==> src/rtl/cpu_pkg.sv <==
////////////////////
// LEGv8 core definitions
// Widths, opcodes and pipeline control encodings
////////////////////
package cpu_pkg;

  localparam int XLEN    = 64;
  localparam int INSTR_W = 32;
  localparam int REG_AW  = 5;

  localparam logic [REG_AW-1:0] ZERO_REG = 5'd31;  // X31 reads as zero

  typedef enum logic [10:0] {
    OP_LDUR = 11'b11111000010,
    OP_STUR = 11'b11111000000,
    OP_ADD  = 11'b10001011000,
    OP_SUB  = 11'b11001011000,
    OP_AND  = 11'b10001010000,
    OP_ORR  = 11'b10101010000
  } opcode_e;

  // Branches are matched on the upper opcode bits only
  localparam logic [5:0] B_PREFIX   = 6'b000101;
  localparam logic [7:0] CBZ_PREFIX = 8'b10110100;

  typedef enum logic [1:0] {
    ALUOP_ADDR  = 2'b00,  // Address add for loads and stores
    ALUOP_PASS  = 2'b01,  // CBZ tests operand B
    ALUOP_RTYPE = 2'b10
  } alu_op_e;

  typedef enum logic [3:0] {
    ALU_AND    = 4'b0000,
    ALU_ORR    = 4'b0001,
    ALU_ADD    = 4'b0010,
    ALU_SUB    = 4'b0110,
    ALU_PASS_B = 4'b0111
  } alu_ctrl_e;

  typedef enum logic [1:0] {
    FWD_NONE = 2'b00,
    FWD_WB   = 2'b01,
    FWD_MEM  = 2'b10
  } fwd_sel_e;

endpackage
==> src/rtl/fetch_stage.sv <==
////////////////////
// Fetch stage
// Program counter and IF/ID register
////////////////////
`timescale 1ns/1ps

module fetch_stage #(
  parameter logic [cpu_pkg::XLEN-1:0] RESET_PC = '0
) (
  input  logic                       CLOCK,
  input  logic                       rst_n,
  input  logic                       stall,
  input  logic                       branch_taken,
  input  logic [cpu_pkg::XLEN-1:0]    branch_target,
  input  logic [cpu_pkg::INSTR_W-1:0] instr,
  output logic [cpu_pkg::XLEN-1:0]    pc,
  output logic [cpu_pkg::XLEN-1:0]    if_id_pc,
  output logic [cpu_pkg::INSTR_W-1:0] if_id_instr
);

  always_ff @(posedge CLOCK or negedge rst_n) begin
    if (!rst_n) begin
      pc <= RESET_PC;
    end else if (branch_taken) begin  // Redirect wins over a stall
      pc <= branch_target;
    end else if (!stall) begin
      pc <= pc + cpu_pkg::XLEN'(4);
    end
  end

  always_ff @(posedge CLOCK or negedge rst_n) begin
    if (!rst_n) begin
      if_id_pc    <= '0;
      if_id_instr <= '0;  // Decodes as a NOP
    end else if (!stall) begin
      if_id_pc    <= pc;
      if_id_instr <= instr;
    end
  end

endmodule

==> config.mk <==
export PLATFORM = sky130hd
export DESIGN_NAME = fetch_stage
export DESIGN_NICKNAME = d
export VERILOG_FILES = /design/src/rtl/cpu_pkg.sv /design/src/rtl/fetch_stage.sv
export SDC_FILE = /design/constraint.sdc
export NUM_CORES = 1
export LEC_CHECK = 0
export ABC_AREA = 1
export BUFFER_PORTS_ARGS = -buffer_cell sky130_fd_sc_hd__clkbuf_2
export CAP_MARGIN = 30
export CORE_AREA = 2 2 130 132
export CTS_CLUSTER_SIZE = 14
export DETAILED_ROUTE_END_ITERATION = 10
export DIE_AREA = 0 0 132 134
export GPL_TIMING_DRIVEN = 0
export PLACE_DENSITY = 0.9
export SETUP_SLACK_MARGIN = 0.1
export SLEW_MARGIN = 25
export SYNTH_ARGS = -nofsm -noshare
export SYNTH_HDL_FRONTEND = slang
export SYNTH_SLANG_ARGS = --single-unit
export TNS_END_PERCENT = 1
==> constraint.sdc <==
create_clock -name CLOCK -period 2.13 [get_ports CLOCK]
set_input_delay 0.1065 -clock CLOCK [delete_from_list [all_inputs] [get_ports CLOCK]]
set_output_delay 0.1065 -clock CLOCK [all_outputs]
set_load 0.005 [all_outputs]
Word level (Yosys, flattened, before mapping)
Cells that the tools add are included.

Register bits: 160. Bits in latches: 0. Bits in writable memories: 0. Memory bits (read-only): 0. Input bits: 100. Output and inout bits: 160. Word-level logic and storage cells: 7. Memories kept: 0.

$add $sub $neg: 1. Multiply operators: 0. Div/mod/pow operators: 0. Order comparisons: 0. Equal/unequal tests: 1. Shift operators: 0. Multiplexer cells: 2. Bitwise logic cells: 0. Reductions and logical operators: 0.

Operator list (number): $mux 64 (2); $add 64x3->64 const B (1); $ne 2x1->1 const B (1).

Logic depth before layout (Yosys ltp)
Depth in word-level cells: 3. Gate-level depth with buffers: 11. Gate-level depth less buffers: 11.

Worst setup path before layout
Ideal clock, no wire load.

Kind: register to register. Start: register pc[3] in the netlist's numbering. End: register pc[54] in the netlist's numbering. Setup time: 0.117 ns. Arrival: 1.426 ns. Required time: 2.013 ns. Setup slack: 0.586 ns. Cell stages (with the launch flop): 11. Path buffers: 0. Clock period less this slack: 1.544 ns. Cells stage by stage: dfrtp_1 -> ha_1 -> inv_1 -> nor2_2 -> nand2_4 -> nor2_8 -> nand2_2 -> nor2_1 -> nand2_1 -> nand3_1 -> nand2_1.

Longest elaborated chain between the ends: 3.

Ends and longest elaborated chain: from (decl) (line fetch_stage.sv:16) `output logic [cpu_pkg::XLEN-1:0] pc,`; from (signal assigned) (line fetch_stage.sv:25) `pc <= branch_target;`; from (signal assigned) (line fetch_stage.sv:27) `pc <= pc + cpu_pkg::XLEN'(4);`; $add 64x3->64 (line fetch_stage.sv:27); $mux 64 (line fetch_stage.sv:26) `end else if (!stall) begin`; $mux 64 (line fetch_stage.sv:24) `end else if (branch_taken) begin`.

Every way passes these cells. The select of a mux whose other input is x is not followed. A chain may end at the register's enable or synchronous reset.

Final worst setup path
Start: register pc[5] in the netlist's numbering. End: register pc[61] in the netlist's numbering.

Same word-level chain as after synthesis.

==> flow_metrics.py <==
metrics = {
    "placement": {
        "placedCellCount": 1653,
        "place.port_buffers": 258,
        "gpl.final_weighted_congestion": 0.973,
        "dp_hpwl_um": 22000,
        "pre_cts_ws_ns": 0.148,
    },
    "clock_network": {
        "clk_pin_slew_ns": 0.07,
        "cts.path.max_buffers": 2,
        "cts-htree-levels": 4,
        "root_buffer": "sky130_fd_sc_hd__clkbuf_16",
        "cts_tree": "built",
        "numCtsBuffers": 17,
        "number_of_setup_buffers_added_after_cts": 0,
        "insertion_delay_ns": 0.43,
        "clock_sinks": 160,
    },
    "synthesis": {
        "yosysUniqueCellTypes": 25,
        "netlist.top_cell.by_area": "sky130_fd_sc_hd__dfrtp_1",
        "netlist_area_um2": 8340,
        "synth_cells": 1174,
        "synth_fp_nets": 1275,
        "yosysWarnings": 0,
        "yosys_reg_bits": 160,
        "async_reset_ff_share_pct": 100,
        "yosys-top-cells-area": "sky130_fd_sc_hd__dfrtp_1 48%, sky130_fd_sc_hd__nand2_1 21%, sky130_fd_sc_hd__o21ai_0 6.7%, sky130_fd_sc_hd__inv_1 5.4%, sky130_fd_sc_hd__nor2_1 5.2%",
        "synth_sequential_area_ratio_pct": 48.0,
        "synth_common_cells": "471 x sky130_fd_sc_hd__nand2_1, 160 x sky130_fd_sc_hd__dfrtp_1, 121 x sky130_fd_sc_hd__inv_1",
        "ys_dominant_reg_cell": "sky130_fd_sc_hd__dfrtp_1",
        "number_of_flops_mapped_to_enable_cells_by_yosys": 0,
        "synth.avg_cell_area_um2": 7.11,
        "leading_cell_type_by_number_of_instances_after_synthesis": "sky130_fd_sc_hd__nand2_1",
        "synth_top_area_share_pct": 48.0,
    },
    "die": {
        "fp.dieArea_um2": 17700,
        "io_pins": 260,
        "core_um2": 16300,
        "initial_utilization_pct": 51.2,
        "core.rowCount": 47,
        "die_height_um": 134,
        "die_width_um": 132,
    },
    "layout": {
        "layout.nets": 1638,
        "register_area_um2": 4000,
        "area_delta_synth_final_pct": 36.7,
        "layout-drive-gt1-share_pct": 20.9,
        "diodes_inserted": 0,
        "multi_input_area_um2": 3720,
        "finalCoreUtilization_pct": 70.0,
        "fillerInstances": 1299,
        "post_layout_nonfiller_instances": 1770,
    },
    "grt": {
        "use_met2_pct": 56.5,
        "grt.busiest_layer": "met2",
        "grt_pass1_wl_um": 48300,
        "grt_pass1_vias": 9136,
        "grtUsageMet3_pct": 7.14,
        "grtUsageTotal_pct": 35.1,
        "antenna_found_initial": 0,
        "globalRouteOverflowTotal": 0,
        "globalRouteMet1Util_pct": 46.0,
        "grt_max_degree": 89,
    },
    "power": {
        "max-vdd-ir-drop_mv": 0.478,
        "total_power_divided_by_cell_area_nw_per_um2": 728,
        "static-leakage-power_nw": 5.89,
    },
    "worst_setup_path": {
        "timing.critical_path.cells": "nand2_1 -> nor2_1 -> nand2_2 -> nor2_1 -> nand2_1 -> o21ai_1 -> nand3_1 -> nand2_1",
        "worst_path_max_delay_cell": "sky130_fd_sc_hd__dfrtp_1",
        "critical_path.endpoint_type": "flip-flop",
        "path_buf_inv": 0,
        "worst_setup_path_startpoint": "pc[5]$_DFFE_PN0N_",
        "cp_data_arrival_time_ns": 2.36,
        "cpLargestDelayFamily": "simple AND/OR/NAND/NOR gates",
        "r2r_start": "pc[5]$_DFFE_PN0N_",
        "timing.critical_path.mode_cell": "sky130_fd_sc_hd__nand2_1",
        "slowest_delay_ns": 0.49,
        "path_class": "reg2reg",
        "cp-start-kind": "flip-flop",
        "worstPathRequired_ns": 2.50,
        "crit_path_max_fanout": 6,
    },
    "detailed_routing": {
        "ant_nets": 0,
        "drc": 0,
        "detail_route.wl_per_cell_um": 17.3,
        "drtPass1Iterations": 8,
        "wl_um": 30600,
        "detailedRoute.firstIterationViolations": 885,
        "routed-via-count": 9483,
        "vias_per_cell": 5.36,
    },
    "timing": {
        "hold-worst-slack_ns": 0.00274,
        "finalWorstPathRequiredPeriod_ns": 1.99,
        "timing.final.hold_violations": 0,
        "fin_skew_ns": 0.0108,
        "final_cycle_utilization_of_the_critical_path_pct": 93.6,
        "setup_tns_ns": 0,
        "post-route-worst-setup-slack_ns": 0.137,
        "report.final.setup_viol": 0,
        "count_of_pins_over_their_slew_limit": 0,
        "worst_pin_slew_ns": 0.900,
        "unrepaired_setup_endpoints_after_global_routing": "true",
        "max_freq_ghz": 0.502,
        "slew_hr_pct": 40.0,
    },
    "hold_path": {
        "worst_min_delay_path_class": "in2reg",
        "timing.hold.worst.start": "branch_target[51]",
    },
    "flow_run": {
        "timing.max_cap.violations": 0,
    },
    "outcome": {
        "status": "finished, final reports clean",
    },
}
==> metal layers <==
metal	vias up	share of wire, %
met5	-	0
met4	0	4.4
met3	102	9.5
met2	586	46
met1	4397	40
li1	4398	-
==> repair_timing <==
action | CTS | global route
gates cloned | 0 | 0
hold endpoints to repair | 156 | 0
hold buffers | 85 | 0
endpoints found under the setup margin | 1 | 11
resized for setup | 1 | 1
==> per-stage QoR <==
step / area (µm²) / power [W]
after floorplan: 8340 / 0.00428
after global routing: 11400 / 0.00867
after detailed placement: 9950 / 0.00504
after global placement: 9910 / 0.00498
after CTS: 11400 / 0.00828
final: 11400 / 0.00831
==> area by class of cell <==
cell class	instances	area share, %
flip-flops and latches	160	35.1
clock buffers	18	3.85
inverters	124	4.08
clock inverters	14	1.46
plain buffers	41	1.43
well taps	220	2.41
multi-input cells	849	32.6
repair buffers	344	19.1
==> cells in the final DEF (no fill, tap or decap), types with 9 or more instances in the layout <==
cell type                       synthesis  final
sky130_fd_sc_hd__nor2_1               116    114
sky130_fd_sc_hd__dlygate4sd3_1          0     85
sky130_fd_sc_hd__nand2_1              471    471
sky130_fd_sc_hd__clkbuf_1              31     31
sky130_fd_sc_hd__xor2_1                13     13
sky130_fd_sc_hd__dfrtp_1              160    160
sky130_fd_sc_hd__nand3_1               67     67
sky130_fd_sc_hd__o21ai_1               11     11
sky130_fd_sc_hd__inv_1                121    121
sky130_fd_sc_hd__o21bai_1               9      9
sky130_fd_sc_hd__o21ai_0              112    112
sky130_fd_sc_hd__clkbuf_16              0     17
sky130_fd_sc_hd__nand2_2               13     13
sky130_fd_sc_hd__clkbuf_2               0    257
sky130_fd_sc_hd__o211ai_1              14     14
==> sequential cells by signal, summed over array words and instances, names as in the netlist <==
register and count:
pc 64, if_id_pc 64, if_id_instr 32
==> tightest hold or removal path, cell delays in order <==
cell	delay, ns
sky130_fd_sc_hd__clkbuf_2	0.09
sky130_fd_sc_hd__nand2_1	0.05
sky130_fd_sc_hd__o21ai_0	0.07
sky130_fd_sc_hd__inv_1	0.04
sky130_fd_sc_hd__nand2_1	0.05
==> path summary, 6_finish.rpt <==
kind                                                  to  slack [ns]  cells past startpoint
worst max-delay path                  pc[61]$_DFFE_PN0N_        0.14                      8
worst min-delay path                  pc[51]$_DFFE_PN0N_       0.003                      5
worst max register to register        pc[61]$_DFFE_PN0N_        0.14                      8
worst min register to register   if_id_pc[5]$_DFFE_PN0N_        0.48                      2
max in group asynchronous              pc[8]$_DFFE_PN0N_        1.03                      3
min in group asynchronous       if_id_pc[48]$_DFFE_PN0N_        0.25                      2
==> cells by family after synthesis <==
kind of cell | Yosys count | share of synthesized area, %
AND/OR/NAND/NOR | 685 | 33.1
buffers and inverters | 165 | 7.53
flip-flops | 160 | 48.0
AO/OA/AOI/OAI | 148 | 9.66
XOR/XNOR | 15 | 1.57
adder cells (fa/ha/maj) | 1 | 0.150
==> report_power, final <==
part / internal, W / switching [W] / total (W)
Sequential: 0.00337 / 0.000339 / 0.00370
Combinational: 0.000636 / 0.000828 / 0.00146
Clock: 0.00171 / 0.00143 / 0.00314
(Power assumes the default switching activity.)
