### src/rtl/cpu_pkg.sv
////////////////////
// LEGv8 core definitions
// Widths, opcodes and pipeline control encodings
////////////////////
package cpu_pkg;

  localparam int XLEN    = 64;
  localparam int INSTR_W = 32;
  localparam int REG_AW  = 5;

  localparam logic [REG_AW-1:0] ZERO_REG = 5'd31;  // X31 reads as zero

  typedef enum logic [10:0] {
    OP_LDUR = 11'b11111000010,
    OP_STUR = 11'b11111000000,
    OP_ADD  = 11'b10001011000,
    OP_SUB  = 11'b11001011000,
    OP_AND  = 11'b10001010000,
    OP_ORR  = 11'b10101010000
  } opcode_e;

  // Branches are matched on the upper opcode bits only
  localparam logic [5:0] B_PREFIX   = 6'b000101;
  localparam logic [7:0] CBZ_PREFIX = 8'b10110100;

  typedef enum logic [1:0] {
    ALUOP_ADDR  = 2'b00,  // Address add for loads and stores
    ALUOP_PASS  = 2'b01,  // CBZ tests operand B
    ALUOP_RTYPE = 2'b10
  } alu_op_e;

  typedef enum logic [3:0] {
    ALU_AND    = 4'b0000,
    ALU_ORR    = 4'b0001,
    ALU_ADD    = 4'b0010,
    ALU_SUB    = 4'b0110,
    ALU_PASS_B = 4'b0111
  } alu_ctrl_e;

  typedef enum logic [1:0] {
    FWD_NONE = 2'b00,
    FWD_WB   = 2'b01,
    FWD_MEM  = 2'b10
  } fwd_sel_e;

endpackage
### src/rtl/execute_stage.sv
////////////////////
// Execute stage
// Forwarding, ALU control, branch target and EX/MEM register
////////////////////
`timescale 1ns/1ps

module execute_stage (
  input  logic                      CLOCK,
  input  logic                      rst_n,
  input  cpu_pkg::alu_op_e          id_ex_alu_op,
  input  logic                      id_ex_alu_src,
  input  logic                      id_ex_zero_branch,
  input  logic                      id_ex_uncond_branch,
  input  logic                      id_ex_mem_read,
  input  logic                      id_ex_mem_write,
  input  logic                      id_ex_reg_write,
  input  logic                      id_ex_mem_to_reg,
  input  logic [cpu_pkg::XLEN-1:0]   id_ex_pc,
  input  logic [cpu_pkg::XLEN-1:0]   id_ex_rs1_data,
  input  logic [cpu_pkg::XLEN-1:0]   id_ex_rs2_data,
  input  logic [cpu_pkg::XLEN-1:0]   id_ex_imm,
  input  logic [10:0]               id_ex_opcode,
  input  logic [cpu_pkg::REG_AW-1:0] id_ex_rd,
  input  logic [cpu_pkg::REG_AW-1:0] id_ex_rs1,
  input  logic [cpu_pkg::REG_AW-1:0] id_ex_rs2,
  input  logic [cpu_pkg::XLEN-1:0]   mem_fwd_data,
  input  logic                      wb_en,
  input  logic [cpu_pkg::REG_AW-1:0] wb_reg,
  input  logic [cpu_pkg::XLEN-1:0]   wb_data,
  output logic [cpu_pkg::REG_AW-1:0] ex_mem_rd,
  output logic                      ex_mem_reg_write,
  output logic                      ex_mem_mem_to_reg,
  output logic                      zero_branch,
  output logic                      uncond_branch,
  output logic                      alu_zero,
  output logic [cpu_pkg::XLEN-1:0]   branch_target,
  output logic [cpu_pkg::XLEN-1:0]   mem_addr,
  output logic [cpu_pkg::XLEN-1:0]   mem_wdata,
  output logic                      mem_read,
  output logic                      mem_write
);

  cpu_pkg::fwd_sel_e        fwd_a;
  cpu_pkg::fwd_sel_e        fwd_b;
  cpu_pkg::alu_ctrl_e       alu_ctrl;
  logic [cpu_pkg::XLEN-1:0] op_a;
  logic [cpu_pkg::XLEN-1:0] op_b;
  logic [cpu_pkg::XLEN-1:0] alu_result;
  logic                     zero;

  // WB is checked before MEM
  function automatic cpu_pkg::fwd_sel_e fwd_pick(input logic [cpu_pkg::REG_AW-1:0] rs);
    if (wb_en && wb_reg != cpu_pkg::ZERO_REG && wb_reg == rs) begin
      return cpu_pkg::FWD_WB;
    end else if (ex_mem_reg_write && ex_mem_rd != cpu_pkg::ZERO_REG && ex_mem_rd == rs) begin
      return cpu_pkg::FWD_MEM;
    end
    return cpu_pkg::FWD_NONE;
  endfunction

  function automatic logic [cpu_pkg::XLEN-1:0] fwd_mux(input cpu_pkg::fwd_sel_e sel,
                                                      input logic [cpu_pkg::XLEN-1:0] rf);
    case (sel)
      cpu_pkg::FWD_WB:  return wb_data;
      cpu_pkg::FWD_MEM: return mem_fwd_data;
      default:          return rf;
    endcase
  endfunction

  always_comb begin
    fwd_a = fwd_pick(id_ex_rs1);
    fwd_b = fwd_pick(id_ex_rs2);
    op_a  = fwd_mux(fwd_a, id_ex_rs1_data);
    op_b  = fwd_mux(fwd_b, id_ex_rs2_data);
  end

  always_comb begin
    case (id_ex_alu_op)
      cpu_pkg::ALUOP_PASS: alu_ctrl = cpu_pkg::ALU_PASS_B;
      cpu_pkg::ALUOP_RTYPE: begin
        case (id_ex_opcode)
          cpu_pkg::OP_SUB: alu_ctrl = cpu_pkg::ALU_SUB;
          cpu_pkg::OP_AND: alu_ctrl = cpu_pkg::ALU_AND;
          cpu_pkg::OP_ORR: alu_ctrl = cpu_pkg::ALU_ORR;
          default:         alu_ctrl = cpu_pkg::ALU_ADD;
        endcase
      end
      default: alu_ctrl = cpu_pkg::ALU_ADD;
    endcase
  end

  alu i_alu (
    .a(op_a),
    .b(id_ex_alu_src ? id_ex_imm : op_b),
    .op(alu_ctrl),
    .result(alu_result),
    .zero
  );

  always_ff @(posedge CLOCK or negedge rst_n) begin
    if (!rst_n) begin
      ex_mem_reg_write  <= 1'b0;
      ex_mem_mem_to_reg <= 1'b0;
      zero_branch       <= 1'b0;
      uncond_branch     <= 1'b0;
      mem_read          <= 1'b0;
      mem_write         <= 1'b0;
    end else begin
      ex_mem_reg_write  <= id_ex_reg_write;
      ex_mem_mem_to_reg <= id_ex_mem_to_reg;
      zero_branch       <= id_ex_zero_branch;
      uncond_branch     <= id_ex_uncond_branch;
      mem_read          <= id_ex_mem_read;
      mem_write         <= id_ex_mem_write;
    end
  end

  always_ff @(posedge CLOCK) begin
    ex_mem_rd     <= id_ex_rd;
    alu_zero      <= zero;
    branch_target <= id_ex_pc + (id_ex_imm << 2);  // Word offset
    mem_addr      <= alu_result;
    mem_wdata     <= op_b;  // Store data after forwarding
  end

endmodule

### src/rtl/alu.sv
////////////////////
// 64-bit ALU
////////////////////
`timescale 1ns/1ps

module alu (
  input  logic [cpu_pkg::XLEN-1:0] a,
  input  logic [cpu_pkg::XLEN-1:0] b,
  input  cpu_pkg::alu_ctrl_e       op,
  output logic [cpu_pkg::XLEN-1:0] result,
  output logic                     zero
);

  always_comb begin
    case (op)
      cpu_pkg::ALU_AND:    result = a & b;
      cpu_pkg::ALU_ORR:    result = a | b;
      cpu_pkg::ALU_ADD:    result = a + b;
      cpu_pkg::ALU_SUB:    result = a - b;
      cpu_pkg::ALU_PASS_B: result = b;
      default:             result = '0;
    endcase
  end

  assign zero = (result == '0);  // CBZ condition

endmodule

### config.mk
export PLATFORM = sky130hd
export DESIGN_NAME = execute_stage
export DESIGN_NICKNAME = d
export VERILOG_FILES = /design/src/rtl/cpu_pkg.sv /design/src/rtl/execute_stage.sv /design/src/rtl/alu.sv
export SDC_FILE = /design/constraint.sdc
export NUM_CORES = 1
export LEC_CHECK = 0
export ABC_AREA = 1
export CAP_MARGIN = 20
export CELL_PAD_IN_SITES_DETAIL_PLACEMENT = 2
export CELL_PAD_IN_SITES_GLOBAL_PLACEMENT = 2
export CORE_ASPECT_RATIO = 0.7
export CORE_MARGIN = 3
export CORE_UTILIZATION = 30
export DETAILED_ROUTE_END_ITERATION = 10
export DONT_BUFFER_PORTS = 1
export PLACE_DENSITY = 0.79
export SYNTH_ARGS = -nofsm -noshare
export SYNTH_HDL_FRONTEND = slang
export SYNTH_SLANG_ARGS = --single-unit
export TNS_END_PERCENT = 50
### constraint.sdc
create_clock -name CLOCK -period 6.1 [get_ports CLOCK]
set_input_delay 0.305 -clock CLOCK [delete_from_list [all_inputs] [get_ports CLOCK]]
set_output_delay 0.305 -clock CLOCK [all_outputs]
set_load 0.02 [all_outputs]
# Yosys cells after proc, flatten, opt, wreduce, memory -nomap -nowiden

Cells that the tools add are included.

Bits in registers: 204
Input bits: 427
Output and inout port bits: 204
Word-level logic and storage cells: 59

Add/subtract/negate cells: 3
Equal/unequal tests: 19
Multiplexer cells: 16
Bitwise logic cells: 2
Reductions and logical operators: 8

Operators with widths:

| operator                                                               | count |
|---|---|
| 64-bit case mux with 5 select lines                                    | 1 |
| 64-bit case mux with 2 select lines                                    | 2 |
| 64-bit adder                                                           | 2 |
| 64-bit AND                                                             | 1 |
| 64-bit zero test                                                       | 1 |
| 64-bit 2-to-1 mux                                                      | 1 |
| 64-bit bitwise OR                                                      | 1 |
| 64-bit subtractor                                                      | 1 |
| 11-bit equality test (second input constant)                           | 3 |
| 5-bit equality test                                                    | 4 |
| 2-bit 2-to-1 mux                                                       | 6 |
| 5-bit != test (second input constant)                                  | 2 |
| 3-bit case mux with 3 select lines                                     | 1 |
| 2-bit by 1-bit equality test with 1-bit output (second input constant) | 3 |
| 2-bit equality test (second input constant)                            | 3 |
| 3-bit equality test (second input constant)                            | 2 |
| 1-bit logical AND                                                      | 6 |
| 3-bit case mux with 2 select lines                                     | 1 |
| 4-bit zero test                                                        | 1 |
| 1-bit 2-to-1 mux                                                       | 4 |
| 3-bit by 1-bit equality test with 1-bit output (second input constant) | 1 |
| 3-bit by 2-bit equality test with 1-bit output (second input constant) | 1 |

# Longest topological paths before layout

Depth in word-level cells: 12
Gate-level depth with buffers: 41
Depth with buffers taken out: 40

# Modules after synthesis

From an unflattened synthesis, not the netlist that was laid out.

Cell total of the unflattened synthesis: 4355
Area, all modules: 23929.2 um^2

Modules (own cells, without submodules):

| module        | instances | cells an instance | area each (um^2) | seq. area each (um^2) |
|---|---|---|---|---|
| execute_stage | 1         | 2277              | 14232.4          | 4113.9 |
| alu           | 1         | 2078              | 9696.8           | 0.0 |

# Worst setup path before layout

OpenSTA, ideal clock, no wires.

Path type: register to register
Start point: register ex_mem_rd[0] in the netlist's numbering
End point: register alu_zero
Setup time: 0.064 ns
Arrival: 4.430 ns
Data required time: 6.036 ns
Path slack: 1.606 ns
Stages on the path, launching flop included: 34
Buffers on the path: 1
Clock period less this slack: 4.494 ns
Path through: dfxtp_1 > inv_1 > nand2_1 > nand2_1 > nor2_2 > nand4_4 > buf_6 > nand3_1 > nand4_1 > nand2_1 > ha_1 > nand2_2 > nor2_4 > nand2_2 > nor2_4 > nand3_1 > o21ai_2 > nand2_1 > xor2_1 > ha_1 > nand2_1 > nor2_1 > nand2_1 > nor4_1 > nand2_1 > a21oi_1 > nor2_1 > a21oi_1 > nand2_1 > nor2_1 > nand3_1 > nor3_1 > nand4_1 > nor2_1

Word-level cells in the longest chain between the ends: 12
Elaborated cells between the ends (all ways): 25
Classes of those cells: add/sub (2); eq/ne (7); mux (10); bitwise (2); reduce/logical (4)

Ends and longest elaborated chain:

| item                                                                                  | RTL line             | source |
|---|---|---|
| start: declaration                                                                    | execute_stage.sv:30  | `output logic [cpu_pkg::REG_AW-1:0] ex_mem_rd,` |
| start signal: assignment                                                              | execute_stage.sv:119 | `ex_mem_rd <= id_ex_rd;` |
| 5-bit != test                                                                         | execute_stage.sv:55  | `end else if (ex_mem_reg_write && ex_mem_rd != cpu_pkg::ZERO_REG && ex_mem_rd == rs) begin` |
| 1-bit logical AND (2 in series)                                                       | execute_stage.sv:55  |  |
| 1-bit 2-to-1 mux                                                                      | execute_stage.sv:55  |  |
| 1-bit 2-to-1 mux                                                                      | execute_stage.sv:53  | `if (wb_en && wb_reg != cpu_pkg::ZERO_REG && wb_reg == rs) begin` |
| 2-bit 2-to-1 mux                                                                      | execute_stage.sv:58  | `return cpu_pkg::FWD_NONE;` |
| 2-bit equality test or 2-bit by 1-bit equality test with 1-bit output (tied branches) | execute_stage.sv:63  | `case (sel)` |
| 64-bit case mux with 2 select lines                                                   | execute_stage.sv:63  |  |
| 64-bit 2-to-1 mux                                                                     | execute_stage.sv:94  | `.b(id_ex_alu_src ? id_ex_imm : op_b),` |
| 64-bit subtractor (tied with other cells)                                             | alu.sv:19            | `cpu_pkg::ALU_SUB: result = a - b;` |
| 64-bit case mux with 5 select lines *                                                 | alu.sv:15            | `case (op)` |
| 64-bit zero test *                                                                    | alu.sv:25            | `assign zero = (result == '0);` |
| named net i_alu.zero                                                                  | alu.sv:11            | `output logic zero` |
| end signal: assignment                                                                | execute_stage.sv:120 | `alu_zero <= zero;` |
| end: declaration                                                                      | execute_stage.sv:35  | `output logic alu_zero,` |

Mark *: on every way through the listed nets, which the timed path passes. The rest lies on a longest branch.

# Worst setup path after layout

Start point: register ex_mem_rd[2] in the netlist's numbering
End point: register alu_zero

Word-level cells in the longest chain between the ends: 12
Elaborated cells between the ends (all ways): 25
Classes of those cells: add/sub (2); eq/ne (7); mux (10); bitwise (2); reduce/logical (4)

Ends and longest elaborated chain:

| item                                                                                  | RTL line             | source |
|---|---|---|
| 5-bit != test                                                                         | execute_stage.sv:55  |  |
| 1-bit logical AND                                                                     | execute_stage.sv:55  |  |
| 1-bit logical AND *                                                                   | execute_stage.sv:55  |  |
| 1-bit 2-to-1 mux *                                                                    | execute_stage.sv:55  |  |
| 1-bit 2-to-1 mux *                                                                    | execute_stage.sv:53  |  |
| 2-bit 2-to-1 mux *                                                                    | execute_stage.sv:58  |  |
| 2-bit equality test or 2-bit by 1-bit equality test with 1-bit output (tied branches) | execute_stage.sv:63  |  |
| 64-bit case mux with 2 select lines *                                                 | execute_stage.sv:63  |  |
| named net op_b (one bit)                                                              | execute_stage.sv:47  | `logic [cpu_pkg::XLEN-1:0] op_b;` |
| 64-bit 2-to-1 mux *                                                                   | execute_stage.sv:94  |  |
| 64-bit subtractor or 64-bit adder (tied branches)                                     | alu.sv:19, alu.sv:18 |  |
| 64-bit case mux with 5 select lines *                                                 | alu.sv:15            |  |
| named net alu_result (one bit)                                                        | execute_stage.sv:48  | `logic [cpu_pkg::XLEN-1:0] alu_result;` |
| 64-bit zero test *                                                                    | alu.sv:25            |  |
| named net i_alu.zero                                                                  | alu.sv:11            |  |

Marked as above.

==> impl_results.md <==
* Status: finished with violations
* Failing checks: negative setup slack
* Dpl cells at 4,544
* Most common cell in the synthesized netlist: nand2_1
* Leak at 12.8 nW
* Post-synth EDFFs at 0
* YS warnings at 0
* Relative max-transition margin at 25.7%
* Vias at 29,223
* Fin crit period at 6450 ps
* Clock Skew at 60.9 ps
* Routed Antenna Nets at 0
* First-pass GRT wire length at 213 mm
* Setup WS post-layout at -355 ps
* DRC at 0
* Reg2reg end: alu_zero
* Number of I/O port buffers at 0
* Sink Count at 204
* Clock Pin Slew Worst Setup and Hold Paths at 90 ps
* Maxcap violations at 0
* Buf+Inv Stages, Crit Path at 5
* Hold Path Class: in -> reg
* Setup Crit Path Kind: reg -> reg
* Layout Nets at 4,388
* Pwr dens at 243 mW/mm²
* Final Max Tran Viols at 0
* Worst Tran Pin Value at 1110 ps
* Synth Flop Type: dfxtp_1
* Top cell type's share of synthesized area at 18.2%
* Cts bufs inserted at 25
* Die Span Y at 231 µm
* Htree depth at 1
* Met2 usage in global routing at 61.1%
* Die area at 0.0757 mm²
* Most used cell along the critical path: nand2_1
* Worst skew pair latency at 640 ps
* Endpoints failing hold at 0
* Avg Cell Area, Syn at 6.06 µm²
* Total track usage at 37.9%
* Number of global-route vias before repair at 29,935
* Wire per inst at 33.3 µm
* R2R cell count at 36
* Placed cell area at 0.0232 mm²
* Syn nets at 4,155
* CTS Buffer Depth at 3
* Total congestion overflow at 0
* DR pass1 iterations at 5
* Tcrit/Tclk final at 106%
* Gate Count Post-Synth at 3,587
* Worst Path Required at 6620 ps
* # setup viols final at 3
* GP Congestion at 1.00
* Seq cells post-synth at 204
* IO Pins at 631
* Distinct cells, synth at 63
* Final HPWL from detailed placement at 112 mm
* Slowest cell on crit path: ha_2
* DRT Wirelength at 161 mm
* Arr. time, crit path at 6980 ps
* Startpoint types: flip-flop
* Setup TNS at -454 ps
* Share of cells above drive strength 1 at 16.1%
* Initial Util at 30.7%
* Slowest cell delay on critical path at 430 ps
* Row cnt at 81
* First DRT Iteration DRCs at 3,140
* CP delay by family, top: simple AND/OR/NAND/NOR gates
* Antenna violations before repair at 38
* Max Freq at 0.155 GHz
* Largest registers: branch_target (64), mem_addr (64), mem_wdata (64)
* Register area share after synthesis at 18.9%
* FF-to-FF setup slack at -350 ps
* Asr flop ratio synth at 2.94%
* Leading cell types by total area after synthesis: dfxtp_1 (18%), nand2_1 (16%), nand3_1 (8.2%), ha_1 (8.0%), inv_1 (7.8%)
* Synthesized cell area at 0.0217 mm²
* Mean number of vias per cell at 6.06
* Crit-path max FO at 16
* CTS tree: yes
* HP Start: id_ex_imm[21]
* Worst reg2reg path startpoint: ex_mem_rd[2]
* Layout Area Growth over Synthesis at 25.8%
* Clock root buffer: clkbuf_16
* Grt met1 use at 44.5%
* GR Util met3 at 11.0%
* Final Cell Area at 0.0273 mm²
* Worst setup EP type: flip-flop
* Worst Hold Path EP: branch_target[23]
* Hold Path Cell Cnt at 2
* Crit. path cell count at 36
* Most used routing layer: met2
* Post-synth top cells: nand2_1 (900), inv_1 (453), nor2_1 (366)
* Dpl ws at -652 ps
* Synth area leader: dfxtp_1
* Final non-filler cell total at 4,821
* Core area at 0.0707 mm²
* VDD IR max at 0.208 mV
* Chip width at 328 µm
* Largest net degree at the start of global routing at 68
[worst register-to-register path: cells and delay by family, from the launching register on]
family | cells | cell delay, ps
adders and majority gates | 1 | 430
and+or+nand+nor | 26 | 4160
buffers and inverters | 5 | 650
DFF | 1 | 370
AOI/OAI and AO/OA | 3 | 630
xor gates and xnor gates | 1 | 140
[worst max path at each step]
stage	end	from
final	alu_zero	ex_mem_rd[2]
after global routing	alu_zero	ex_mem_rd[2]
after CTS	alu_zero	ex_mem_rd[4]
after detailed placement	alu_zero	ex_mem_rd[2]
after global placement	alu_zero	ex_mem_rd[0]
after floorplan	alu_zero	ex_mem_rd[0]
[layout make-up]
type,count,area (µm²)
clock inverter,11,96.3
antenna,28,70.1
clock buffer,35,743
tap,954,1190
timing repair buffer,302,2790
inverter,460,1730
sequential,204,4120
fill,8527,43400
multi-input combinational,2827,16600
[power breakdown]
group          switching [mW]  total [mW]  leakage, nW  internal [mW]
clock network           0.796        1.69        0.415          0.896
logic                    1.94        2.86         10.6          0.921
registers               0.507        2.10         1.74           1.59
total                    3.24        6.65         12.8           3.41
[timing repair]
item,in CTS,in global routing
cloned,1,1
buffers inserted,4,39
hold buffers,158,0
resized for setup,15,345
pin swaps,4,60
endpoints found under the hold margin,93,0
endpoints found under the setup margin,2,35
[cell families after synthesis]
kind of cell / count (synthesis) / share of synthesized area (%)
flip-flops: 204 / 18.9
XOR/XNOR: 126 / 5.08
buffers and inverters: 557 / 10.5
AO/OA/AOI/OAI: 596 / 15.8
multiplexers: 11 / 1.00
adder cells (fa/ha/maj): 141 / 8.19
AND/OR/NAND/NOR: 1952 / 40.5
[per-layer routing]
metal / wire length, µm / up-vias / part of all wire (%)
li1: - / 12332 / -
met1: 60400 / 14279 / 38
met2: 69100 / 1867 / 43
met3: 17500 / 717 / 11
met4: 13500 / 28 / 8.4
met5: 241 / - / 0.15
[placed cells by master, fill, tap and decap left out, types with 14 or more instances in the layout]
master,n
nand2_1,847
nor2_1,291
diode_2,28
xnor2_1,42
ha_2,14
nor2_2,61
dlygate4sd3_1,158
nand3b_1,56
nand3_1,330
clkbuf_16,26
o221ai_1,20
a21oi_2,30
ha_1,117
or2_2,75
a21oi_1,180
xor2_1,83
nand3_2,49
nor3_1,25
o21ai_0,178
nand2_2,58
nand4_1,67
inv_1,446
o21ai_1,38
o21a_1,17
nor2_4,35
a21o_1,14
dfxtp_1,195
a31oi_1,30
buf_4,132
[per-stage QoR]
stage | hold slack, ps | util, % | total power [mW]
6_report | 17.3 | 38.6 | 6.65
2_1_floorplan | 9.41 | - | 3.49
4_1_cts | 0.777 | 36.4 | 6.17
3_5_place_dp | 9.54 | 32.9 | 4.42
3_3_place_gp | 9.52 | 32.9 | 4.36
5_1_grt | 29.6 | 38.6 | 6.90
No activity file was read; power rests on OpenSTA's default activity.
