### config.mk
export PLATFORM = sky130hd
export DESIGN_NAME = decode_stage
export DESIGN_NICKNAME = d
export VERILOG_FILES = /design/src/rtl/cpu_pkg.sv /design/src/rtl/decode_stage.sv /design/src/rtl/register_file.sv /design/src/rtl/control_decoder.sv
export SDC_FILE = /design/constraint.sdc
export NUM_CORES = 2
export LEC_CHECK = 0
export BUFFER_PORTS_ARGS = -buffer_cell sky130_fd_sc_hd__buf_2
export CAP_MARGIN = 10
export CORE_ASPECT_RATIO = 0.75
export CORE_UTILIZATION = 25
export CTS_CLUSTER_SIZE = 12
export DETAILED_ROUTE_END_ITERATION = 6
export GPL_ROUTABILITY_DRIVEN = 0
export PLACE_DENSITY = 0.37
export SYNTH_ARGS = -nofsm -noshare
export SYNTH_HDL_FRONTEND = slang
export SYNTH_SLANG_ARGS = --single-unit
export TNS_END_PERCENT = 20
### constraint.sdc
create_clock -name CLOCK -period 4.3 [get_ports CLOCK]
set_input_delay 0.215 -clock CLOCK [delete_from_list [all_inputs] [get_ports CLOCK]]
set_output_delay 0.215 -clock CLOCK [all_outputs]
set_load 0.03 [all_outputs]
### src/rtl/cpu_pkg.sv
////////////////////
// LEGv8 core definitions
// Widths, opcodes and pipeline control encodings
////////////////////
package cpu_pkg;

  localparam int XLEN    = 64;
  localparam int INSTR_W = 32;
  localparam int REG_AW  = 5;

  localparam logic [REG_AW-1:0] ZERO_REG = 5'd31;  // X31 reads as zero

  typedef enum logic [10:0] {
    OP_LDUR = 11'b11111000010,
    OP_STUR = 11'b11111000000,
    OP_ADD  = 11'b10001011000,
    OP_SUB  = 11'b11001011000,
    OP_AND  = 11'b10001010000,
    OP_ORR  = 11'b10101010000
  } opcode_e;

  // Branches are matched on the upper opcode bits only
  localparam logic [5:0] B_PREFIX   = 6'b000101;
  localparam logic [7:0] CBZ_PREFIX = 8'b10110100;

  typedef enum logic [1:0] {
    ALUOP_ADDR  = 2'b00,  // Address add for loads and stores
    ALUOP_PASS  = 2'b01,  // CBZ tests operand B
    ALUOP_RTYPE = 2'b10
  } alu_op_e;

  typedef enum logic [3:0] {
    ALU_AND    = 4'b0000,
    ALU_ORR    = 4'b0001,
    ALU_ADD    = 4'b0010,
    ALU_SUB    = 4'b0110,
    ALU_PASS_B = 4'b0111
  } alu_ctrl_e;

  typedef enum logic [1:0] {
    FWD_NONE = 2'b00,
    FWD_WB   = 2'b01,
    FWD_MEM  = 2'b10
  } fwd_sel_e;

endpackage
### src/rtl/decode_stage.sv
////////////////////
// Decode stage
// Operand read, immediates, load-use stall and ID/EX register
////////////////////
`timescale 1ns/1ps

module decode_stage (
  input  logic                       CLOCK,
  input  logic                       rst_n,
  input  logic [cpu_pkg::XLEN-1:0]    if_id_pc,
  input  logic [cpu_pkg::INSTR_W-1:0] if_id_instr,
  input  logic                       wb_en,
  input  logic [cpu_pkg::REG_AW-1:0]  wb_reg,
  input  logic [cpu_pkg::XLEN-1:0]    wb_data,
  output logic                       stall,
  output cpu_pkg::alu_op_e           id_ex_alu_op,
  output logic                       id_ex_alu_src,
  output logic                       id_ex_zero_branch,
  output logic                       id_ex_uncond_branch,
  output logic                       id_ex_mem_read,
  output logic                       id_ex_mem_write,
  output logic                       id_ex_reg_write,
  output logic                       id_ex_mem_to_reg,
  output logic [cpu_pkg::XLEN-1:0]    id_ex_pc,
  output logic [cpu_pkg::XLEN-1:0]    id_ex_rs1_data,
  output logic [cpu_pkg::XLEN-1:0]    id_ex_rs2_data,
  output logic [cpu_pkg::XLEN-1:0]    id_ex_imm,
  output logic [10:0]                id_ex_opcode,
  output logic [cpu_pkg::REG_AW-1:0]  id_ex_rd,
  output logic [cpu_pkg::REG_AW-1:0]  id_ex_rs1,
  output logic [cpu_pkg::REG_AW-1:0]  id_ex_rs2
);

  logic [cpu_pkg::REG_AW-1:0] rs1;
  logic [cpu_pkg::REG_AW-1:0] rs2;
  logic [cpu_pkg::XLEN-1:0]   rs1_data;
  logic [cpu_pkg::XLEN-1:0]   rs2_data;
  logic [cpu_pkg::XLEN-1:0]   imm;
  cpu_pkg::alu_op_e           alu_op;
  logic                       alu_src;
  logic                       zero_branch;
  logic                       uncond_branch;
  logic                       mem_read;
  logic                       mem_write;
  logic                       reg_write;
  logic                       mem_to_reg;

  assign rs1 = if_id_instr[9:5];
  assign rs2 = if_id_instr[28] ? if_id_instr[4:0] : if_id_instr[20:16];  // Rt for STUR and CBZ

  control_decoder i_ctrl (
    .opcode(if_id_instr[31:21]),
    .alu_op, .alu_src, .zero_branch, .uncond_branch,
    .mem_read, .mem_write, .reg_write, .mem_to_reg
  );

  register_file i_rf (
    .CLOCK, .rst_n,
    .rd_addr1(rs1), .rd_addr2(rs2),
    .wb_en, .wb_reg, .wb_data,
    .rd_data1(rs1_data), .rd_data2(rs2_data)
  );

  always_comb begin
    if (if_id_instr[31:26] == cpu_pkg::B_PREFIX) begin
      imm = {{(cpu_pkg::XLEN-26){if_id_instr[25]}}, if_id_instr[25:0]};
    end else if (if_id_instr[31:24] == cpu_pkg::CBZ_PREFIX) begin
      imm = {{(cpu_pkg::XLEN-19){if_id_instr[23]}}, if_id_instr[23:5]};
    end else begin
      imm = {{(cpu_pkg::XLEN-9){if_id_instr[20]}}, if_id_instr[20:12]};  // D-type offset
    end
  end

  // Load in EX feeding the instruction in ID
  assign stall = id_ex_mem_read && (id_ex_rd == rs1 || id_ex_rd == rs2);

  always_ff @(posedge CLOCK or negedge rst_n) begin
    if (!rst_n) begin
      id_ex_alu_op        <= cpu_pkg::ALUOP_ADDR;
      id_ex_alu_src       <= 1'b0;
      id_ex_zero_branch   <= 1'b0;
      id_ex_uncond_branch <= 1'b0;
      id_ex_mem_read      <= 1'b0;
      id_ex_mem_write     <= 1'b0;
      id_ex_reg_write     <= 1'b0;
      id_ex_mem_to_reg    <= 1'b0;
    end else begin
      id_ex_alu_op        <= stall ? cpu_pkg::ALUOP_ADDR : alu_op;  // Bubble on stall
      id_ex_alu_src       <= alu_src & ~stall;
      id_ex_zero_branch   <= zero_branch & ~stall;
      id_ex_uncond_branch <= uncond_branch & ~stall;
      id_ex_mem_read      <= mem_read & ~stall;
      id_ex_mem_write     <= mem_write & ~stall;
      id_ex_reg_write     <= reg_write & ~stall;
      id_ex_mem_to_reg    <= mem_to_reg & ~stall;
    end
  end

  always_ff @(posedge CLOCK) begin
    id_ex_pc       <= if_id_pc;
    id_ex_rs1_data <= rs1_data;
    id_ex_rs2_data <= rs2_data;
    id_ex_imm      <= imm;
    id_ex_opcode   <= if_id_instr[31:21];
    id_ex_rd       <= if_id_instr[4:0];
    id_ex_rs1      <= rs1;
    id_ex_rs2      <= rs2;
  end

endmodule

### src/rtl/register_file.sv
////////////////////
// Register file
// 32 x 64 with write-through and X31 as zero
////////////////////
`timescale 1ns/1ps

module register_file (
  input  logic                      CLOCK,
  input  logic                      rst_n,
  input  logic [cpu_pkg::REG_AW-1:0] rd_addr1,
  input  logic [cpu_pkg::REG_AW-1:0] rd_addr2,
  input  logic                      wb_en,
  input  logic [cpu_pkg::REG_AW-1:0] wb_reg,
  input  logic [cpu_pkg::XLEN-1:0]   wb_data,
  output logic [cpu_pkg::XLEN-1:0]   rd_data1,
  output logic [cpu_pkg::XLEN-1:0]   rd_data2
);

  logic [cpu_pkg::XLEN-1:0] regs [32];

  always_ff @(posedge CLOCK or negedge rst_n) begin
    if (!rst_n) begin
      for (int i = 0; i < 32; i++) begin
        regs[i] <= cpu_pkg::XLEN'(i);  // Xi starts at i
      end
    end else if (wb_en && wb_reg != cpu_pkg::ZERO_REG) begin
      regs[wb_reg] <= wb_data;
    end
  end

  assign rd_data1 = (rd_addr1 == cpu_pkg::ZERO_REG) ? '0 :
                    (wb_en && wb_reg == rd_addr1) ? wb_data : regs[rd_addr1];
  assign rd_data2 = (rd_addr2 == cpu_pkg::ZERO_REG) ? '0 :
                    (wb_en && wb_reg == rd_addr2) ? wb_data : regs[rd_addr2];

endmodule

### src/rtl/control_decoder.sv
////////////////////
// Main control decoder
// Maps the 11-bit opcode to per-stage control bits
////////////////////
`timescale 1ns/1ps

module control_decoder (
  input  logic [10:0]      opcode,
  output cpu_pkg::alu_op_e alu_op,
  output logic             alu_src,
  output logic             zero_branch,
  output logic             uncond_branch,
  output logic             mem_read,
  output logic             mem_write,
  output logic             reg_write,
  output logic             mem_to_reg
);

  always_comb begin
    alu_op        = cpu_pkg::ALUOP_ADDR;
    alu_src       = 1'b0;
    zero_branch   = 1'b0;
    uncond_branch = 1'b0;
    mem_read      = 1'b0;
    mem_write     = 1'b0;
    reg_write     = 1'b0;
    mem_to_reg    = 1'b0;

    if (opcode[10:5] == cpu_pkg::B_PREFIX) begin
      alu_op        = cpu_pkg::ALUOP_PASS;
      uncond_branch = 1'b1;
    end else if (opcode[10:3] == cpu_pkg::CBZ_PREFIX) begin
      alu_op      = cpu_pkg::ALUOP_PASS;
      zero_branch = 1'b1;
    end else begin
      case (opcode)
        cpu_pkg::OP_LDUR: begin
          alu_src    = 1'b1;
          mem_read   = 1'b1;
          reg_write  = 1'b1;
          mem_to_reg = 1'b1;
        end
        cpu_pkg::OP_STUR: begin
          alu_src   = 1'b1;
          mem_write = 1'b1;
        end
        cpu_pkg::OP_ADD,
        cpu_pkg::OP_SUB,
        cpu_pkg::OP_AND,
        cpu_pkg::OP_ORR: begin
          alu_op    = cpu_pkg::ALUOP_RTYPE;
          reg_write = 1'b1;
        end
        default: ;  // Unknown opcode runs as a NOP
      endcase
    end
  end

endmodule

==> After elaboration in Yosys (flattened, before gate mapping) <==
Cells that the tools add are included.
{ "word_totals": {"reg_bits": 2338, "latch_bits": 0, "ramBits": 0, "mem_bits_ro": 0, "input_bits": 168, "wordCells": 118, "mem_count": 0} }
{ "classes": {"addsub": 0, "n_mul": 0, "n_div": 0, "magnitude_cmp": 4, "eq_ne": 15, "n_shift": 0, "muxes": 33, "n_bitwise": 10, "reduce_logical": 9} }
{ "ops": {"columns": ["operator", "n"], "rows": [
  ["2048-bit bitwise mux", 1],
  ["64-bit binary-select mux with 5-bit select", 2],
  ["64-bit two-way mux", 9],
  ["64-bit demux with 5-bit select", 1],
  ["11-bit == test (second input constant)", 6],
  ["5-bit == test", 4],
  ["6-bit >= comparator (second input constant)", 3],
  ["5-bit inverter with 6-bit output", 3],
  ["1-bit two-way mux", 15],
  ["5-bit == test (second input constant)", 2],
  ["8-bit == test (second input constant)", 1],
  ["2-bit two-way mux", 4],
  ["1-bit AND", 6],
  ["6-bit by 3-bit == test with 1-bit output (second input constant)", 1],
  ["6-bit by 1-bit < comparator with 1-bit output (second input constant)", 1],
  ["1-bit logical AND", 5],
  ["5-bit two-way mux", 1],
  ["5-bit != test (second input constant)", 1],
  ["5-bit OR reduction", 1],
  ["4-bit OR reduction", 1],
  ["2-bit OR reduction", 1],
  ["1-bit logical OR", 1],
  ["1-bit inverter", 1]
]} }

==> Longest topological paths before layout <==
{ "logic_depth": {"depth_word": 6, "mapped_depth": 12, "mapped_depth_nobuf": 7} }

==> Hierarchy <==
A second synthesis with hierarchy kept.
{ "unflattened": {"cells_unflattened": 7915, "hier_area_um2": 115239.3} }
{ "modules_own_cells": {"columns": ["module", "instances", "cells_each", "area_per_inst_um2", "seq_area_each_um2"], "rows": [
  ["register_file", 1, 7488, 108944.5, 51349.2],
  ["decode_stage", 1, 408, 6154.7, 5109.9],
  ["control_decoder", 1, 19, 140.1, 0.0]
]} }

==> Worst setup path before layout <==
OpenSTA, ideal clock, no wires.
{ "synth_path": {"path_kind": "in2reg", "startpoint": "input if_id_instr[5] (netlist name)", "endpoint": "register id_ex_rs1_data[38] (netlist name)", "setup_time_ns": 0.138, "t_arrival_ns": 2.264, "slack_ns": 1.899, "path_stages": 8, "n_path_buf": 4, "cell_sequence": "clkbuf_1 -> buf_2 -> buf_2 -> buf_2 -> mux4_2 -> mux4_2 -> mux2i_1 -> a211oi_1"} }
{ "synth_via": {"elab_chain_cells": 5, "elab_cells_between_ends": 8} }
{ "synth_lines": {"columns": ["element", "line_no", "rtl"], "rows": [
  ["from (decl)", "decode_stage.sv:11", "input logic [cpu_pkg::INSTR_W-1:0] if_id_instr,"],
  ["5-bit inverter with 6-bit output (implied by the code)", "register_file.sv:32", "(wb_en && wb_reg == rd_addr1) ? wb_data : regs[rd_addr1];"],
  ["64-bit binary-select mux with 5-bit select", "register_file.sv:32", null],
  ["64-bit two-way mux (implied by the code) (2 in series)", "register_file.sv:32", null],
  ["64-bit two-way mux", "register_file.sv:32", null],
  ["to (signal assigned)", "decode_stage.sv:101", "id_ex_rs1_data <= rs1_data;"],
  ["to (decl)", "decode_stage.sv:25", "output logic [cpu_pkg::XLEN-1:0] id_ex_rs1_data,"]
]} }
Several ways; a longest one is shown, not always the timed one. The select of a mux whose other input is x is not followed.
A chain may end at the register's enable or synchronous reset.

==> Worst setup path in the final report <==
{ "layout_path": {"startpoint": "input if_id_instr[28] (netlist name)", "endpoint": "output stall"} }
{ "layout_via": {"elab_chain_cells": 4} }
{ "layout_lines": {"columns": ["element", "line_no", "rtl"], "rows": [
  ["5-bit two-way mux", "decode_stage.sv:49", "assign rs2 = if_id_instr[28] ? if_id_instr[4:0] : if_id_instr[20:16];"],
  ["5-bit == test", "decode_stage.sv:75", "assign stall = id_ex_mem_read && (id_ex_rd == rs1 || id_ex_rd == rs2);"],
  ["1-bit logical OR", "decode_stage.sv:75", null],
  ["1-bit logical AND", "decode_stage.sv:75", null],
  ["to (decl)", "decode_stage.sv:15", "output logic stall,"]
]} }
Every way passes these cells.

==> results.py <==
metrics = {
    "setup_path": {
        "crit_type": "input pin to primary output",
        "cp_cell_sequence": "dlygate4sd3_1 > buf_2 > buf_4 > mux2i_4 > buf_6 > xnor2_1 > nor3_1 > o21a_1 > buf_2",
        "cp.required_ps": 4090,
        "r2r-start": "i_rf.regs[1913]",
        "end_kind": "primary output",
        "cp-start-kind": "input pin",
        "worst_ep_arrival_time_ps": 3750,
        "slowest_delay_ps": 640,
        "rr_endpoint": "id_ex_rs1_data[57]",
        "rrSetupSlack_ps": 1780,
        "cpMaxStageDelayCell": "mux2i_4",
        "crit_path_max_fanout": 21,
        "cp_top_family": "buffers and inverters",
        "rr_worst_depth": 4,
        "cp_num_cells": 9,
        "cp_common_cell": "buf_2",
        "cp_num_buf_inv": 5,
    },
    "floorplan": {
        "coreArea_um2": 463000,
        "dieArea_um2": 469000,
        "io_pins": 460,
        "die_x_um": 791,
        "start_util": 0.252,
        "die_y_um": 593,
        "rows": 216,
    },
    "clocking": {
        "clock_latency_ps": 970,
        "clk_path_buf_depth": 4,
        "post-cts-setup-buffers": 0,
        "root_buffer": "clkbuf_16",
        "h-tree-depth": 5,
        "cts.sinks": 2300,
        "numCtsBuffers": 285,
        "path_clk_slew_ps": 60,
        "cts_tree": "yes",
    },
    "logic_synthesis": {
        "syn_area_per_cell_um2": 13.6,
        "yosysTopAreaCellShare": 0.424,
        "yosysMostFrequentCell": "mux2_2",
        "synth_top_cells_by_area": "dfrtp_1 (42%), mux2_2 (19%), mux4_2 (15%)",
        "ys_ff_latch": 2300,
        "syn-cell-area_um2": 117000,
        "synthCells": 8558,
        "synth_edf_count": 0,
        "synthArstFlopShare": 0.894,
        "seq_area_frac_synth": 0.484,
        "ys.flop_type": "dfrtp_1",
        "synthDistinctLibCells": 54,
        "synth_fp_nets": 8726,
        "ys_top_cells_by_count": "mux2_2 (1990), dfrtp_1 (1976), mux4_2 (802)",
        "yosysTopAreaCell": "dfrtp_1",
        "synth_warnings": 0,
    },
    "cells_and_area": {
        "drive_gt1_frac": 0.456,
        "design_area_um2": 139000,
        "largest_register": "i_rf.regs",
        "fin_nets": 9094,
        "largest_reg_flops": 2048,
        "area_growth_pct": 19.5,
        "final_cells": 15400,
    },
    "placement": {
        "place_hpwl_um": 283000,
        "dpl.cell_count": 14600,
        "numPortBuffers": 459,
        "placed_area_um2": 127000,
        "preCtsSetupSlack_ps": 779,
    },
    "sta": {
        "layout_min_cycle_time_ps": 3960,
        "setup_viol": 0,
        "max_slew_margin": 0.175,
        "finalClockSkew_ps": 40.1,
        "layout_setup_ws_ps": 340,
        "finalSetupTns_ps": 0,
        "clock.fmax_ghz": 0.253,
        "hold_viol": 0,
        "holdWs_ps": 102,
        "drv_slew": 0,
        "fin_crit_sh": 0.921,
        "tightestPinTransition_ps": 1240,
        "rsz0062_at_grt": "false",
    },
    "run": {
        "maxCapViolCount": 0,
    },
    "pwr": {
        "peakVddDrop_mv": 0.326,
        "combPwrFrac": 0.209,
        "p_sw_mw": 20.3,
        "powerDensity_nw_per_um2": 488,
        "p_int_mw": 47.8,
        "pwr-share-seq": 0.423,
        "switching_share": 0.298,
        "p_leak_nw": 59.4,
        "pwr-share-clk": 0.368,
    },
    "drt": {
        "wl_per_cell_um": 31.9,
        "ant_nets": 0,
        "finalWirelength_um": 491000,
        "first_iter_violations": 6485,
        "first_pass_iters": 7,
        "viasPerCell": 5.20,
        "drc": 85,
        "vias": 80000,
    },
    "global_routing": {
        "grt-ovfl-total": 0,
        "grt_use_total": 0.206,
        "grt_pass1_vias": 82600,
        "grt_max_degree": 152,
        "antenna_found_initial": 55,
        "grt_pass1_wl_um": 692000,
    },
    "min_path": {
        "hold_class": "input pin to async pin",
    },
    "outcome": {
        "violations": "design-rule violations",
        "status": "finished, violations left",
    },
}
through the flow:
stage / utilization / total power [mW]
floorplan: - / 37.9
global placement: 0.275 / 43.0
detailed placement: 0.275 / 43.3
CTS: 0.301 / 69.0
global route: 0.301 / 71.4
finish: 0.301 / 68.0
worst max-delay path by stage:
stage                     slack (ps)            endpoint            start
final                            340               stall  if_id_instr[28]
after global routing             150               stall  if_id_instr[28]
after CTS                        190               stall  if_id_instr[28]
after detailed placement         780               stall  if_id_instr[28]
after global placement           780               stall  if_id_instr[28]
after floorplan                 1900  id_ex_rs1_data[38]   if_id_instr[5]
per-layer routing:
layer  wire [µm]  global-route usage  part of all wire  up-vias
met5          93                   0           0.00019        -
met4       11700              0.0463             0.024       14
met3       25000              0.0306             0.051      635
met2      224000               0.327              0.46     2522
met1      230000               0.298              0.47    44000
li1            -                   -                 -    32900
area by class of cell:
| cell class | instances | area, µm² |
|---|---|---|
| Fill cell | 46100 | 324000 |
| Multi-Input combinational cell | 5270 | 56500 |
| Sequential cell | 2300 | 56400 |
| Timing Repair Buffer | 1060 | 9030 |
| Clock buffer | 445 | 8610 |
| Tap cell | 6213 | 7770 |
| Clock inverter | 74 | 840 |
| Inverter | 9 | 63.8 |
| Antenna cell | 14 | 35.0 |
cells in the final DEF (no fill, tap or decap), types with 13 or more instances in the layout:
| cell type | synthesis | final |
|---|---|---|
| mux4_2 | 802 | 802 |
| a32o_1 | 68 | 66 |
| o221ai_1 | 94 | 94 |
| o21ai_1 | 63 | 63 |
| dfstp_2 | 80 | 80 |
| nor2_1 | 112 | 94 |
| mux2_2 | 1990 | 1990 |
| clkbuf_8 | 0 | 66 |
| clkbuf_16 | 0 | 295 |
| dfxtp_1 | 244 | 244 |
| xnor2_1 | 14 | 14 |
| nand3_1 | 461 | 460 |
| mux2i_1 | 547 | 544 |
| inv_6 | 0 | 17 |
| buf_4 | 47 | 229 |
| diode_2 | 0 | 14 |
| a221oi_1 | 82 | 82 |
| bufinv_16 | 0 | 13 |
| buf_12 | 0 | 122 |
| clkinv_2 | 0 | 29 |
| a21oi_1 | 116 | 116 |
| dfrtp_1 | 1976 | 1976 |
| clkbuf_1 | 702 | 84 |
| nand2_4 | 0 | 16 |
| buf_2 | 138 | 453 |
| o21ai_0 | 50 | 50 |
| nand2_1 | 709 | 693 |
| dlygate4sd3_1 | 0 | 249 |
| nor2_4 | 0 | 18 |
| a211oi_1 | 65 | 64 |
worst reg2reg max path: cells and delay by family (launching register included):
| family | cells | cell delay, ps |
|---|---|---|
| AO/OA/AOI/OAI | 1 | 180 |
| flip-flops | 1 | 400 |
| multiplexers | 3 | 1780 |
what timing repair did:
item	in CTS	in global routing
resized for setup	0	1
hold buffers	250	0
hold endpoints to repair	3305	0
endpoints found under the setup margin	0	1
cell families after synthesis:
logic type	after synthesis	share of synthesized area
muxes	3341	0.394
DFF	2300	0.484
and+or+nand+nor	1321	0.0484
buffers and inverters	988	0.0349
AOI/OAI and AO/OA	588	0.0367
xor gates and xnor gates	20	0.00150
power groups by stage:
stage	Combinational, mW	Clock (mW)	Sequential, mW
2_1_floorplan	9.26	0	28.6
3_3_place_gp	13.9	0	29.0
3_5_place_dp	14.1	0	29.2
4_1_cts	14.4	25.9	28.8
5_1_grt	15.2	26.7	29.4
6_report	14.2	25.0	28.8
Power figures use the tool's default switching activity.
